File: src/hw/motion_pkg.sv
package motion_pkg;

    ////////////////////////////////////////
    // camera window and pixel input
    ////////////////////////////////////////
    localparam int NUM_PLAYERS = 2;
    localparam int FRAME_W     = 320;
    localparam int FRAME_H     = 240;
    localparam int HCOUNT_W    = 11;
    localparam int VCOUNT_W    = 10;
    localparam int X_W         = 9;
    localparam int Y_W         = 8;
    localparam int PIXEL_W     = 12;
    localparam int CHAN_W      = 4;

    // colour thresholds on one RGB444 channel
    localparam int BRIGHT_MIN  = 12;
    localparam int DARK_MAX    = 3;

    ////////////////////////////////////////
    // tracking and gesture decision
    ////////////////////////////////////////
    localparam int COUNT_W           = 16;
    localparam int SUM_W             = 24;
    localparam int MOTION_W          = 13;
    localparam int FRAMES_PER_MOTION = 8;
    localparam int FRAME_CNT_W       = $clog2(FRAMES_PER_MOTION);
    // one quotient bit per cycle
    localparam int DIV_CNT_W         = $clog2(SUM_W + 1);

    localparam int PUNCH_DX_MIN = 'h60;
    localparam int PUNCH_DY_MAX = 'h30;
    localparam int KICK_DY_MIN  = 'h40;
    localparam int KICK_DX_MAX  = 'h30;

endpackage

File: src/hw/centroid_divider.sv
`timescale 1ns/100ps

module centroid_divider import motion_pkg::*; (
    input  logic               clk_65mhz,
    input  logic               reset_8frame_delta_values,
    input  logic               req,
    input  logic [SUM_W-1:0]   dividend,
    input  logic [COUNT_W-1:0] divisor,
    output logic               ack,
    output logic [SUM_W-1:0]   quotient
);

    logic                 running;
    logic [DIV_CNT_W-1:0] bit_cnt;
    logic [COUNT_W-1:0]   rem;
    logic [COUNT_W-1:0]   div_q;
    logic [COUNT_W:0]     shifted;
    logic                 fits;

    // restoring step on the next dividend bit
    assign shifted = {rem, quotient[SUM_W-1]};
    assign fits    = shifted >= {1'b0, div_q};

    always_ff @(posedge clk_65mhz) begin
        if (reset_8frame_delta_values) begin
            running <= 1'b0;
            ack     <= 1'b0;
        end else if (running) begin
            if (bit_cnt == DIV_CNT_W'(SUM_W - 1)) begin
                running <= 1'b0;
                ack     <= 1'b1;
            end
        end else if (ack) begin
            // four-phase release
            if (!req) begin
                ack <= 1'b0;
            end
        end else if (req) begin
            running <= 1'b1;
        end
    end

    always_ff @(posedge clk_65mhz) begin
        if (running) begin
            bit_cnt  <= bit_cnt + 1'b1;
            rem      <= fits ? COUNT_W'(shifted - {1'b0, div_q}) : shifted[COUNT_W-1:0];
            quotient <= {quotient[SUM_W-2:0], fits};
        end else if (req && !ack) begin
            bit_cnt  <= '0;
            rem      <= '0;
            div_q    <= divisor;
            quotient <= dividend;
        end
    end

endmodule

File: src/hw/frame_sequencer.sv
`timescale 1ns/100ps

module frame_sequencer import motion_pkg::*; (
    input  logic                   clk_65mhz,
    input  logic                   reset_8frame_delta_values,
    input  logic                   frame_done,
    input  logic [NUM_PLAYERS-1:0] div_ack,
    output logic                   frame_end,
    output logic                   div_req,
    output logic                   step,
    output logic                   motion_done,
    output logic                   clear_motion,
    output logic                   motion_valid
);

    logic                   frame_done_d;
    logic                   busy;
    logic                   pending;
    logic [FRAME_CNT_W-1:0] frame_cnt;

    assign frame_end = frame_done && !frame_done_d;

    ////////////////////////////////////////
    // division handshake
    ////////////////////////////////////////
    always_ff @(posedge clk_65mhz) begin
        if (reset_8frame_delta_values) begin
            frame_done_d <= 1'b0;
            div_req      <= 1'b0;
            busy         <= 1'b0;
            pending      <= 1'b0;
            step         <= 1'b0;
        end else begin
            frame_done_d <= frame_done;
            step         <= 1'b0;
            // frame end during a busy handshake is served later
            if (frame_end && busy) begin
                pending <= 1'b1;
            end
            if (div_req) begin
                if (&div_ack) begin
                    div_req <= 1'b0;
                end
            end else if (busy) begin
                if (~|div_ack) begin
                    busy <= 1'b0;
                    step <= 1'b1;
                end
            end else if (frame_end || pending) begin
                div_req <= 1'b1;
                busy    <= 1'b1;
                pending <= 1'b0;
            end
        end
    end

    ////////////////////////////////////////
    // eight-frame motion window
    ////////////////////////////////////////
    always_ff @(posedge clk_65mhz) begin
        if (reset_8frame_delta_values) begin
            frame_cnt    <= '0;
            motion_done  <= 1'b0;
            clear_motion <= 1'b0;
            motion_valid <= 1'b0;
        end else begin
            motion_done  <= step && (frame_cnt == FRAME_CNT_W'(FRAMES_PER_MOTION - 1));
            // judge output and accumulator clear both follow motion_done
            clear_motion <= motion_done;
            motion_valid <= motion_done;
            if (step) begin
                frame_cnt <= frame_cnt + 1'b1;
            end
        end
    end

endmodule

File: src/hw/gesture_judge.sv
`timescale 1ns/100ps

module gesture_judge import motion_pkg::*; (
    input  logic                clk_65mhz,
    input  logic                reset_8frame_delta_values,
    input  logic                motion_done,
    input  logic [MOTION_W-1:0] p1_dx,
    input  logic [MOTION_W-1:0] p1_dy,
    input  logic [MOTION_W-1:0] p2_dx,
    input  logic [MOTION_W-1:0] p2_dy,
    output logic                p1_punch,
    output logic                p1_kick,
    output logic                p2_punch,
    output logic                p2_kick
);

    // mostly horizontal
    function automatic logic is_punch(input logic [MOTION_W-1:0] dx,
                                      input logic [MOTION_W-1:0] dy);
        return (dx > MOTION_W'(PUNCH_DX_MIN)) && (dy < MOTION_W'(PUNCH_DY_MAX));
    endfunction

    // mostly vertical
    function automatic logic is_kick(input logic [MOTION_W-1:0] dx,
                                     input logic [MOTION_W-1:0] dy);
        return (dy > MOTION_W'(KICK_DY_MIN)) && (dx < MOTION_W'(KICK_DX_MAX));
    endfunction

    always_ff @(posedge clk_65mhz) begin
        if (reset_8frame_delta_values) begin
            p1_punch <= 1'b0;
            p1_kick  <= 1'b0;
            p2_punch <= 1'b0;
            p2_kick  <= 1'b0;
        end else if (motion_done) begin
            p1_punch <= is_punch(p1_dx, p1_dy);
            p1_kick  <= is_kick(p1_dx, p1_dy);
            p2_punch <= is_punch(p2_dx, p2_dy);
            p2_kick  <= is_kick(p2_dx, p2_dy);
        end
    end

endmodule

File: src/hw/led_motion_top.sv
`timescale 1ns/100ps

module led_motion_top import motion_pkg::*; (
    input  logic                clk_65mhz,
    input  logic                reset_8frame_delta_values,
    input  logic                pixel_valid,
    input  logic [PIXEL_W-1:0]  pixel,
    input  logic [HCOUNT_W-1:0] hcount,
    input  logic [VCOUNT_W-1:0] vcount,
    input  logic                frame_done,
    output logic                p1_punch,
    output logic                p1_kick,
    output logic                p2_punch,
    output logic                p2_kick,
    output logic                motion_valid
);

    logic [NUM_PLAYERS-1:0] hit;
    logic [NUM_PLAYERS-1:0] div_ack;
    logic [X_W-1:0]         x_mirror;
    logic [Y_W-1:0]         y;
    logic                   frame_end, div_req, step, motion_done, clear_motion;
    logic [MOTION_W-1:0]    motion_dx [NUM_PLAYERS];
    logic [MOTION_W-1:0]    motion_dy [NUM_PLAYERS];

    pixel_classifier classifier_i (
        .clk_65mhz(clk_65mhz), .reset_8frame_delta_values(reset_8frame_delta_values),
        .pixel_valid(pixel_valid), .pixel(pixel), .hcount(hcount), .vcount(vcount),
        .hit(hit), .x_mirror(x_mirror), .y(y)
    );

    frame_sequencer sequencer_i (
        .clk_65mhz(clk_65mhz), .reset_8frame_delta_values(reset_8frame_delta_values),
        .frame_done(frame_done), .div_ack(div_ack), .frame_end(frame_end),
        .div_req(div_req), .step(step), .motion_done(motion_done),
        .clear_motion(clear_motion), .motion_valid(motion_valid)
    );

    // one tracker per led
    for (genvar i = 0; i < NUM_PLAYERS; i++) begin : g_track
        player_tracker tracker_i (
            .clk_65mhz(clk_65mhz), .reset_8frame_delta_values(reset_8frame_delta_values),
            .hit(hit[i]), .x_mirror(x_mirror), .y(y), .frame_end(frame_end),
            .div_req(div_req), .step(step), .clear_motion(clear_motion),
            .div_ack(div_ack[i]), .motion_dx(motion_dx[i]), .motion_dy(motion_dy[i])
        );
    end

    gesture_judge judge_i (
        .clk_65mhz(clk_65mhz), .reset_8frame_delta_values(reset_8frame_delta_values),
        .motion_done(motion_done),
        .p1_dx(motion_dx[0]), .p1_dy(motion_dy[0]),
        .p2_dx(motion_dx[1]), .p2_dy(motion_dy[1]),
        .p1_punch(p1_punch), .p1_kick(p1_kick), .p2_punch(p2_punch), .p2_kick(p2_kick)
    );

endmodule

File: src/hw/pixel_classifier.sv
`timescale 1ns/100ps

module pixel_classifier import motion_pkg::*; (
    input  logic                   clk_65mhz,
    input  logic                   reset_8frame_delta_values,
    input  logic                   pixel_valid,
    input  logic [PIXEL_W-1:0]     pixel,
    input  logic [HCOUNT_W-1:0]    hcount,
    input  logic [VCOUNT_W-1:0]    vcount,
    output logic [NUM_PLAYERS-1:0] hit,
    output logic [X_W-1:0]         x_mirror,
    output logic [Y_W-1:0]         y
);

    logic [CHAN_W-1:0]      red;
    logic [CHAN_W-1:0]      green;
    logic [CHAN_W-1:0]      blue;
    logic                   in_window;
    logic [HCOUNT_W-1:0]    x_full;
    logic [NUM_PLAYERS-1:0] hit_next;

    // rgb444 channel split
    assign red   = pixel[3*CHAN_W-1:2*CHAN_W];
    assign green = pixel[2*CHAN_W-1:CHAN_W];
    assign blue  = pixel[CHAN_W-1:0];

    assign in_window = pixel_valid && (hcount < HCOUNT_W'(FRAME_W))
                       && (vcount < VCOUNT_W'(FRAME_H));
    // mirror image, only meaningful inside the window
    assign x_full = HCOUNT_W'(FRAME_W - 1) - hcount;

    always_comb begin
        hit_next = '0;
        if (in_window) begin
            // red led wins over white
            if (red > CHAN_W'(BRIGHT_MIN) && green < CHAN_W'(DARK_MAX)
                    && blue < CHAN_W'(DARK_MAX)) begin
                hit_next[0] = 1'b1;
            end else if (red > CHAN_W'(BRIGHT_MIN) && green > CHAN_W'(BRIGHT_MIN)
                    && blue > CHAN_W'(BRIGHT_MIN)) begin
                hit_next[1] = 1'b1;
            end
        end
    end

    always_ff @(posedge clk_65mhz) begin
        if (reset_8frame_delta_values) begin
            hit <= '0;
        end else begin
            hit <= hit_next;
        end
    end

    always_ff @(posedge clk_65mhz) begin
        x_mirror <= x_full[X_W-1:0];
        y        <= vcount[Y_W-1:0];
    end

endmodule

File: src/hw/player_tracker.sv
`timescale 1ns/100ps

module player_tracker import motion_pkg::*; (
    input  logic                clk_65mhz,
    input  logic                reset_8frame_delta_values,
    input  logic                hit,
    input  logic [X_W-1:0]      x_mirror,
    input  logic [Y_W-1:0]      y,
    input  logic                frame_end,
    input  logic                div_req,
    input  logic                step,
    input  logic                clear_motion,
    output logic                div_ack,
    output logic [MOTION_W-1:0] motion_dx,
    output logic [MOTION_W-1:0] motion_dy
);

    logic [COUNT_W-1:0] count, count_lat;
    logic [SUM_W-1:0]   sum_x, sum_y, sum_x_lat, sum_y_lat;
    logic [SUM_W-1:0]   quot_x, quot_y;
    logic               ack_x, ack_y, ack_d;
    logic [X_W-1:0]     cur_x, prev_x, dx_mag;
    logic [Y_W-1:0]     cur_y, prev_y, dy_mag;
    logic               dx_sign, dy_sign;
    logic               motion_dx_sign, motion_dy_sign;

    // sign-magnitude add, result is {sign, magnitude}
    function automatic logic [MOTION_W:0] sm_add(input logic [MOTION_W-1:0] acc,
                                                 input logic acc_sign,
                                                 input logic [MOTION_W-1:0] d,
                                                 input logic d_sign);
        if (acc_sign == d_sign) begin
            return {acc_sign, acc + d};
        end else if (acc > d) begin
            return {acc_sign, acc - d};
        end
        // equal magnitudes land here with the new sign
        return {d_sign, d - acc};
    endfunction

    ////////////////////////////////////////
    // per-frame sums
    ////////////////////////////////////////
    always_ff @(posedge clk_65mhz) begin
        if (reset_8frame_delta_values) begin
            count <= '0;
            sum_x <= '0;
            sum_y <= '0;
        end else if (frame_end) begin
            count <= hit ? COUNT_W'(1) : '0;
            sum_x <= hit ? SUM_W'(x_mirror) : '0;
            sum_y <= hit ? SUM_W'(y) : '0;
        end else if (hit) begin
            count <= count + 1'b1;
            sum_x <= sum_x + SUM_W'(x_mirror);
            sum_y <= sum_y + SUM_W'(y);
        end
    end

    always_ff @(posedge clk_65mhz) begin
        if (frame_end) begin
            count_lat <= count;
            sum_x_lat <= sum_x;
            sum_y_lat <= sum_y;
        end
    end

    centroid_divider div_x_i (
        .clk_65mhz(clk_65mhz), .reset_8frame_delta_values(reset_8frame_delta_values),
        .req(div_req), .dividend(sum_x_lat), .divisor(count_lat),
        .ack(ack_x), .quotient(quot_x)
    );

    centroid_divider div_y_i (
        .clk_65mhz(clk_65mhz), .reset_8frame_delta_values(reset_8frame_delta_values),
        .req(div_req), .dividend(sum_y_lat), .divisor(count_lat),
        .ack(ack_y), .quotient(quot_y)
    );

    assign div_ack = ack_x && ack_y;

    // centroid, held on a frame with no hits
    always_ff @(posedge clk_65mhz) begin
        if (reset_8frame_delta_values) begin
            ack_d  <= 1'b0;
            cur_x  <= '0;
            prev_x <= '0;
            cur_y  <= '0;
            prev_y <= '0;
        end else begin
            ack_d <= div_ack;
            if (div_ack && !ack_d && count_lat != '0) begin
                prev_x <= cur_x;
                cur_x  <= quot_x[X_W-1:0];
                prev_y <= cur_y;
                cur_y  <= quot_y[Y_W-1:0];
            end
        end
    end

    ////////////////////////////////////////
    // two-frame delta and eight-frame total
    ////////////////////////////////////////
    assign dx_sign = prev_x > cur_x;
    assign dy_sign = prev_y > cur_y;
    assign dx_mag  = dx_sign ? prev_x - cur_x : cur_x - prev_x;
    assign dy_mag  = dy_sign ? prev_y - cur_y : cur_y - prev_y;

    always_ff @(posedge clk_65mhz) begin
        if (reset_8frame_delta_values || clear_motion) begin
            {motion_dx_sign, motion_dx} <= '0;
            {motion_dy_sign, motion_dy} <= '0;
        end else if (step) begin
            {motion_dx_sign, motion_dx} <= sm_add(motion_dx, motion_dx_sign,
                                                  MOTION_W'(dx_mag), dx_sign);
            {motion_dy_sign, motion_dy} <= sm_add(motion_dy, motion_dy_sign,
                                                  MOTION_W'(dy_mag), dy_sign);
        end
    end

endmodule

File: config.mk
export PLATFORM = sky130hd
export DESIGN_NAME = led_motion_top
export DESIGN_NICKNAME = d
export VERILOG_FILES = /design/src/hw/motion_pkg.sv /design/src/hw/centroid_divider.sv /design/src/hw/frame_sequencer.sv /design/src/hw/gesture_judge.sv /design/src/hw/led_motion_top.sv /design/src/hw/pixel_classifier.sv /design/src/hw/player_tracker.sv
export SDC_FILE = /design/constraint.sdc
export NUM_CORES = 1
export LEC_CHECK = 0
export BUFFER_PORTS_ARGS = -buffer_cell sky130_fd_sc_hd__buf_2
export CORE_UTILIZATION = 25
export DETAILED_ROUTE_END_ITERATION = 6
export PLACE_DENSITY = 0.38
export SETUP_SLACK_MARGIN = 0.02
export SYNTH_ARGS = -nofsm -noshare
export SYNTH_HDL_FRONTEND = slang
export SYNTH_HIERARCHICAL = 1
export SYNTH_SLANG_ARGS = --single-unit
File: constraint.sdc
create_clock -name clk_65mhz -period 15.58 [get_ports clk_65mhz]
set_input_delay 3.116 -clock clk_65mhz [delete_from_list [all_inputs] [get_ports clk_65mhz]]
set_output_delay 3.116 -clock clk_65mhz [all_outputs]
set_load 0.005 [all_outputs]
Yosys cells after proc, flatten, opt, wreduce, memory -nomap -nowiden --
Cells that the tools add are included.
Storage, ports and cells: register bits 667, input port bits 37
Cells by class: magnitude comparators 27, mux-type cells 116, equality and inequality tests 21, $add $sub $neg 36, bitwise gates (word level) 6, reduce and logical (&&, ||, !) cells 53
Operators with widths (number):
- 2-to-1 mux 24 bit | 16
- 2-to-1 mux 16 bit | 16
- 2-to-1 mux 14 bit | 8
- >= comparator 17 x 16 -> 1 bit | 4
- subtractor 16 bit | 4
- 2-to-1 mux 1 bit | 56
- greater-than comparator 13 x 7 -> 1 bit, second input constant | 4
- less-than comparator 13 x 6 -> 1 bit, second input constant | 4
- 2-to-1 mux 13 bit | 4
- adder 24 x 8 -> 24 bit | 2
- adder 24 x 9 -> 24 bit | 2
- 2-to-1 mux 5 bit | 8
- 2-to-1 mux 9 bit | 4
- subtractor 9 bit | 4
- adder 16 x 1 -> 16 bit, second input constant | 2
- 2-to-1 mux 8 bit | 4
- nonzero test 16 bit | 2
- subtractor 8 bit | 4
- adder 13 x 8 -> 13 bit | 2
- adder 13 x 9 -> 13 bit | 2
- greater-than comparator 13 x 8 -> 1 bit | 2
- greater-than comparator 13 x 9 -> 1 bit | 2
- subtractor 13 x 8 -> 13 bit | 2
- subtractor 13 x 9 -> 13 bit | 2
- 25 further kinds | 99

Longest topological paths before layout --
word-level depth 9, depth in mapped cells 23, mapped depth without buffers 21

By module --
Netlist, hierarchy kept.
Modules (own cells, without submodules):
- player_tracker (g_track[1].tracker_i) | area each 11971.5 µm², times used 1, cells an instance 1340
- player_tracker (g_track[0].tracker_i) | area each 11881.4 µm², times used 1, cells an instance 1338
- centroid_divider (g_track[0].tracker_i.div_y_i ...) | area each 3498.4 µm², times used 3, cells an instance 283
- centroid_divider (g_track[0].tracker_i.div_x_i) | area each 3433.3 µm², times used 1, cells an instance 283
- pixel_classifier | area each 523.0 µm², times used 1, cells an instance 42
- frame_sequencer | area each 400.4 µm², times used 1, cells an instance 37
- gesture_judge | area each 375.4 µm², times used 1, cells an instance 50

Worst setup path before layout --
Ideal clock, no wire load.
kind input to register, start point input port frame_done, end point register g_track[1].tracker_i.sum_x[23], library setup time 128 ps, path buffers 3, required time 15452 ps, data arrival time 7085 ps, cell stages on the path 11, path slack 8368 ps, path through nor2b_4 > buf_2 > or2_1 > buf_2 > and3_1 > nand3_1 > or3b_1 > clkbuf_1 > a2111oi_2 > xnor2_1 > nor2_1
On the way: cells in the longest elaborated chain, start to end 2
RTL lines:
- from (decl) | line led_motion_top.sv:10 | input logic frame_done,
- logical AND 1 bit (*) | line frame_sequencer.sv:21 | assign frame_end = frame_done && !frame_done_d;
- 2-to-1 mux 24 bit or nonzero test 2 bit (tied branches)
- to (signal assigned) | line player_tracker.sv:51 | sum_x <= hit ? SUM_W'(x_mirror) : '0;
- to (signal assigned) | line player_tracker.sv:55 | sum_x <= sum_x + SUM_W'(x_mirror);
- to (decl) | line player_tracker.sv:19 | logic [SUM_W-1:0] sum_x, sum_y, sum_x_lat, sum_y_lat;
Every way passes the cells marked *; elsewhere a longest branch is shown, timed or not. A chain may end at the register's enable or synchronous reset.

Worst setup path after layout --
start point register g_track[1].tracker_i.cur_x[6], end point register g_track[1].tracker_i.motion_dx[5]
On the way: cells in the longest elaborated chain, start to end 8
RTL lines:
- from (decl) | line player_tracker.sv:22 | logic [X_W-1:0] cur_x, prev_x, dx_mag;
- from (signal assigned) | line player_tracker.sv:94 | cur_x <= quot_x[X_W-1:0];
- subtractor 9 bit or greater-than comparator 9 bit (tied branches) | line player_tracker.sv:106, player_tracker.sv:104
- 2-to-1 mux 9 bit | line player_tracker.sv:106 | assign dx_mag = dx_sign ? prev_x - cur_x : cur_x - prev_x;
- greater-than comparator 13 x 9 -> 1 bit | line player_tracker.sv:34 | end else if (acc > d) begin
- 2-to-1 mux 1 bit | line player_tracker.sv:34
- 2-to-1 mux 1 bit | line player_tracker.sv:32 | if (acc_sign == d_sign) begin
- 2-to-1 mux 1 bit | line player_tracker.sv:113 | end else if (step) begin
- 2-to-1 mux 1 bit | line player_tracker.sv:110 | if (reset_8frame_delta_values || clear_motion) begin
- 2-to-1 mux 14 bit (*) | line player_tracker.sv:38 | return {d_sign, d - acc};
- to (signal assigned) | line player_tracker.sv:114 | {motion_dx_sign, motion_dx} <= sm_add(motion_dx, motion_dx_sign,
- to (decl) | line player_tracker.sv:14 | output logic [MOTION_W-1:0] motion_dx,
Every way passes the cells marked *; elsewhere a longest branch is shown, timed or not. The select of a mux whose other input is x is not followed.

==> results by group <==
Routing
  • Number of routed nets with antenna violations: 0
  • Final wirelength: ~99,000 um
  • DR vias/cell: approximately 4.6
  • Drt wl/cell: between 15 and 20 um
  • DRC Markers: 0
  • DRT Pass-1 Iters: 6
  • Vias: roughly 28,000
  • Number of DRC markers in iteration 0: 1,539

Floorplan
  • Die area: 158,000 um^2
  • Die W: just under 400 um
  • Top Ports: between 40 and 50
  • Chip height: between 300 and 400 um
  • Initial Util: around a quarter
  • Std-Cell Rows: approximately 140
  • Core area: between 150,000 and 200,000 um^2

Placed design
  • DP Cell Count: 5,900
  • GP Congestion: 0.796
  • DP HPWL: between 60,000 and 70,000 um
  • IO buf count: slightly above 40
  • Post-DP Area: ~41,000 um^2

Yosys
  • Post-synthesis cell type count: between 100 and 150
  • Post-synth EDFFs: about 370
  • Asr flop ratio synth: 0%
  • Main combinational cell family by area after synthesis: compound AO/OA/AOI/OAI gates
  • Simple-gate share of the synthesized area: roughly 15%
  • Adder-cell share of the synthesized area: 10.2%
  • Mapped Cells: roughly 3,900
  • Synth Cell Area: 39,100 um^2
  • Synth warn: 6
  • Flops & latches, synth: about 670
  • Top FF cell, synth: edfxtp_1
  • Post-Synth XOR/XNOR Area: under 10%
  • Post-synth net total: ~4,300
  • Post-synthesis mux area share: under 10%
  • Mapped Avg Cell Area: 9.92 um^2
  • Register area share after synthesis: about 44%
  • Synth Area in Compound Gates: ~15%

STA
  • Max Slew Vio Count: 0
  • Unrepaired setup endpoints after global routing: false
  • Setup Skew: between 0.015 and 0.02 ns
  • Slew @ Worst Pin: approximately 1.2 ns
  • Max-slew headroom: between 15 and 20%
  • Setup TNS: 0 ns
  • Fmax: 165 MHz
  • Final setup viols: 0
  • Fin. Hold Viols: 0
  • Crit path time final: between 6 and 7 ns
  • Final worst-path cycle share: between 30% and 40%

Clocking
  • Post-CTS Resized: 0
  • Worst skew pair latency: between 0.6 and 0.7 ns
  • Num CTS Buffers: 83
  • CTS Buffer Depth: 3
  • CTS tree: done
  • CTS HTree Levels: 3
  • Setup Buffers After CTS: 0
  • Clk slew on worst S/H paths: about 0.06 ns
  • Hold-fix buffers at CTS: 0
  • Clk sink count: roughly 670
  • Root Buffer: clkbuf_16

GRT
  • GRT Resource Usage Total: between 10% and 20%
  • First-pass GRT wire length: about 160,000 um
  • Grt ovf: 0
  • Vias in the first global route: around 27,000
  • Initial antenna violation count: 0
  • Largest net degree at the start of global routing: approximately 70

Critical path
  • R2R depth: 18
  • Worst R2R Start: g_track[1].tracker_i/cur_x[6]
  • Crit path to: g_track[1].tracker_i/motion_dx[5]
  • R2R setup slack: around 9.5 ns
  • Worst r2r dst: g_track[1].tracker_i/motion_dx[5]
  • Crit. End Element: flop
  • Startpoint types: flop
  • Maximum fanout along the worst path: 17
  • Setup CP Type: flop to flop
  • Critical path data arrival time: approximately 6.7 ns
  • Worst path required time: roughly 16 ns
  • Worst setup path start: g_track[1].tracker_i/cur_x[6]

Hold path
  • Hold Path Class: flop to flop

Cells and area
  • Area growth syn-to-layout: 12.9%
  • Non-filler cells, final: about 6,100
  • Fin util: around 29%
  • Nets: roughly 4,300
  • Final non-filler cell area: 44,100 um^2
  • Share of layout cells above drive strength 1: approximately a tenth

Status
  • Status: finished clean

Job
  • Maximum capacitance violations: 0

Pwr
  • Pwr Total: 4900 uW
  • Leak: ~0.017 uW
  • PD cells: around 110 nW/um^2
  • Max VDD drop: ~0.076 mV
[Yosys cell counts, types with 18 or more instances]
cell type,n,area [um^2]
a211oi_1,41,308
a211oi_2,19,238
a21o_1,52,390
a21oi_1,287,1440
a31oi_1,25,156
and2_1,19,119
and3_1,32,200
buf_1,22,82.6
buf_2,29,145
clkbuf_1,88,330
dfxtp_1,295,5910
edfxtp_1,372,11200
fa_1,28,561
ha_1,273,3420
inv_1,328,1230
mux2_2,108,1220
mux2i_1,125,1250
nand2_1,195,732
nand2b_1,44,275
nand3_1,82,410
nand4_1,38,238
nor2_1,461,1730
nor2b_1,52,325
nor3_1,78,390
nor4_1,20,125
o211ai_1,32,240
o21a_1,26,195
o21ai_0,124,621
o21bai_1,28,210
o31ai_1,18,135
or3_1,29,181
xnor2_1,123,1080
xor2_1,86,753
[layout by cell type, fill, tap and decap left out, types with 82 or more instances in the layout]
master     synthesis  routed
xnor2_1          123     122
xor2_1            86      86
a21oi_1          287     287
nand3_1           82      82
o21ai_0          124     124
clkbuf_16          0      84
nand2_1          195     191
inv_1            328     328
ha_1             273     273
mux2i_1          125     125
mux2_2           108     108
dfxtp_1          295     294
edfxtp_1         372     372
nor2_1           461     461
[worst max-delay path, cell delays in order (launching register included)]
cell and delay (ns):
dfxtp_1 0.37, inv_1 0.08, ha_1 0.51, and4_1 0.33, a21oi_1 0.12, a21oi_4 0.52, mux2i_1 0.15, a221o_1 0.37
a31oi_1 0.30, xnor2_1 0.17, ha_1 0.47, and4bb_2 0.29, o22ai_1 0.23, a31oi_2 0.22, a21oi_2 0.82, mux2_1 0.38
a211oi_1 0.27, mux2_1 0.35, nand2_1 0.05
[layout make-up]
type	instances	area, um^2
diodes	1	2.50
clock inverters	45	483
multi-input cells	2785	20000
clock buffers	109	2270
inverters	332	1250
repair buffers	72	444
flip-flops and latches	667	17100
fillers	16300	110000
well taps	2044	2560
[cells by family (layout without fill, tap and decap cells)]
kind of cell               after synthesis  after routing
xor gates and xnor gates               211            211
adders and majority gates              301            301
buffers and inverters                  487            558
other                                    0              1
AOI/OAI and AO/OA                      877            877
DFF                                    667            667
muxes                                  235            235
and+or+nand+nor                       1161           1161
[layer usage]
metal	up-vias	GRT usage, %	wire, um
li1	14100	-	-
met1	13300	18.6	52400
met2	369	18.6	41900
met3	117	1.72	3210
met4	0	3.56	1830
met5	-	0	0
[metrics by stage]
step                      setup slack, ns  hold WS (ns)
final                                9.50         0.461
after global routing                 9.10         0.479
after CTS                            9.52         0.462
after detailed placement             9.23         0.448
after global placement               9.31         0.440
after floorplan                      8.37         0.417
[how the worst min path moves through the flow]
stage	end	depth (start not counted)	slack [ns]	startpoint
2_1_floorplan	g_track[1].tracker_i/sum_y_lat[23]	0	0.42	g_track[1].tracker_i/sum_y[23]
3_3_place_gp	g_track[1].tracker_i/count_lat[15]	0	0.44	g_track[1].tracker_i/count[15]
3_5_place_dp	g_track[0].tracker_i/sum_y_lat[0]	0	0.45	g_track[0].tracker_i/sum_y[0]
4_1_cts	g_track[0].tracker_i/sum_y_lat[0]	0	0.46	g_track[0].tracker_i/sum_y[0]
5_1_grt	g_track[1].tracker_i/count_lat[15]	0	0.48	g_track[1].tracker_i/count[15]
6_report	g_track[1].tracker_i/count_lat[15]	0	0.46	g_track[1].tracker_i/count[15]
[sequential cells by signal, indices dropped and copies added (netlist names), 16 cells and up]
register                            cells
g_track.tracker_i/count                32
g_track.tracker_i/div_x_i/quotient     48
g_track.tracker_i/div_y_i/quotient     48
g_track.tracker_i/prev_x               18
g_track.tracker_i/div_x_i/rem          32
g_track.tracker_i/motion_dy            26
g_track.tracker_i/div_x_i/div_q        32
g_track.tracker_i/count_lat            32
g_track.tracker_i/cur_x                18
g_track.tracker_i/sum_y                48
g_track.tracker_i/sum_x                48
g_track.tracker_i/cur_y                16
g_track.tracker_i/motion_dx            26
g_track.tracker_i/sum_y_lat            48
g_track.tracker_i/div_y_i/rem          32
g_track.tracker_i/div_y_i/div_q        32
g_track.tracker_i/prev_y               16
g_track.tracker_i/sum_x_lat            48
[power breakdown]
group | total, uW | internal, uW | switching [uW]
sequential | 2100 | 2020 | 83.0
combinational | 823 | 326 | 497
clock | 1980 | 1160 | 817
total | 4900 | 3510 | 1400
(Power assumes the default switching activity.)
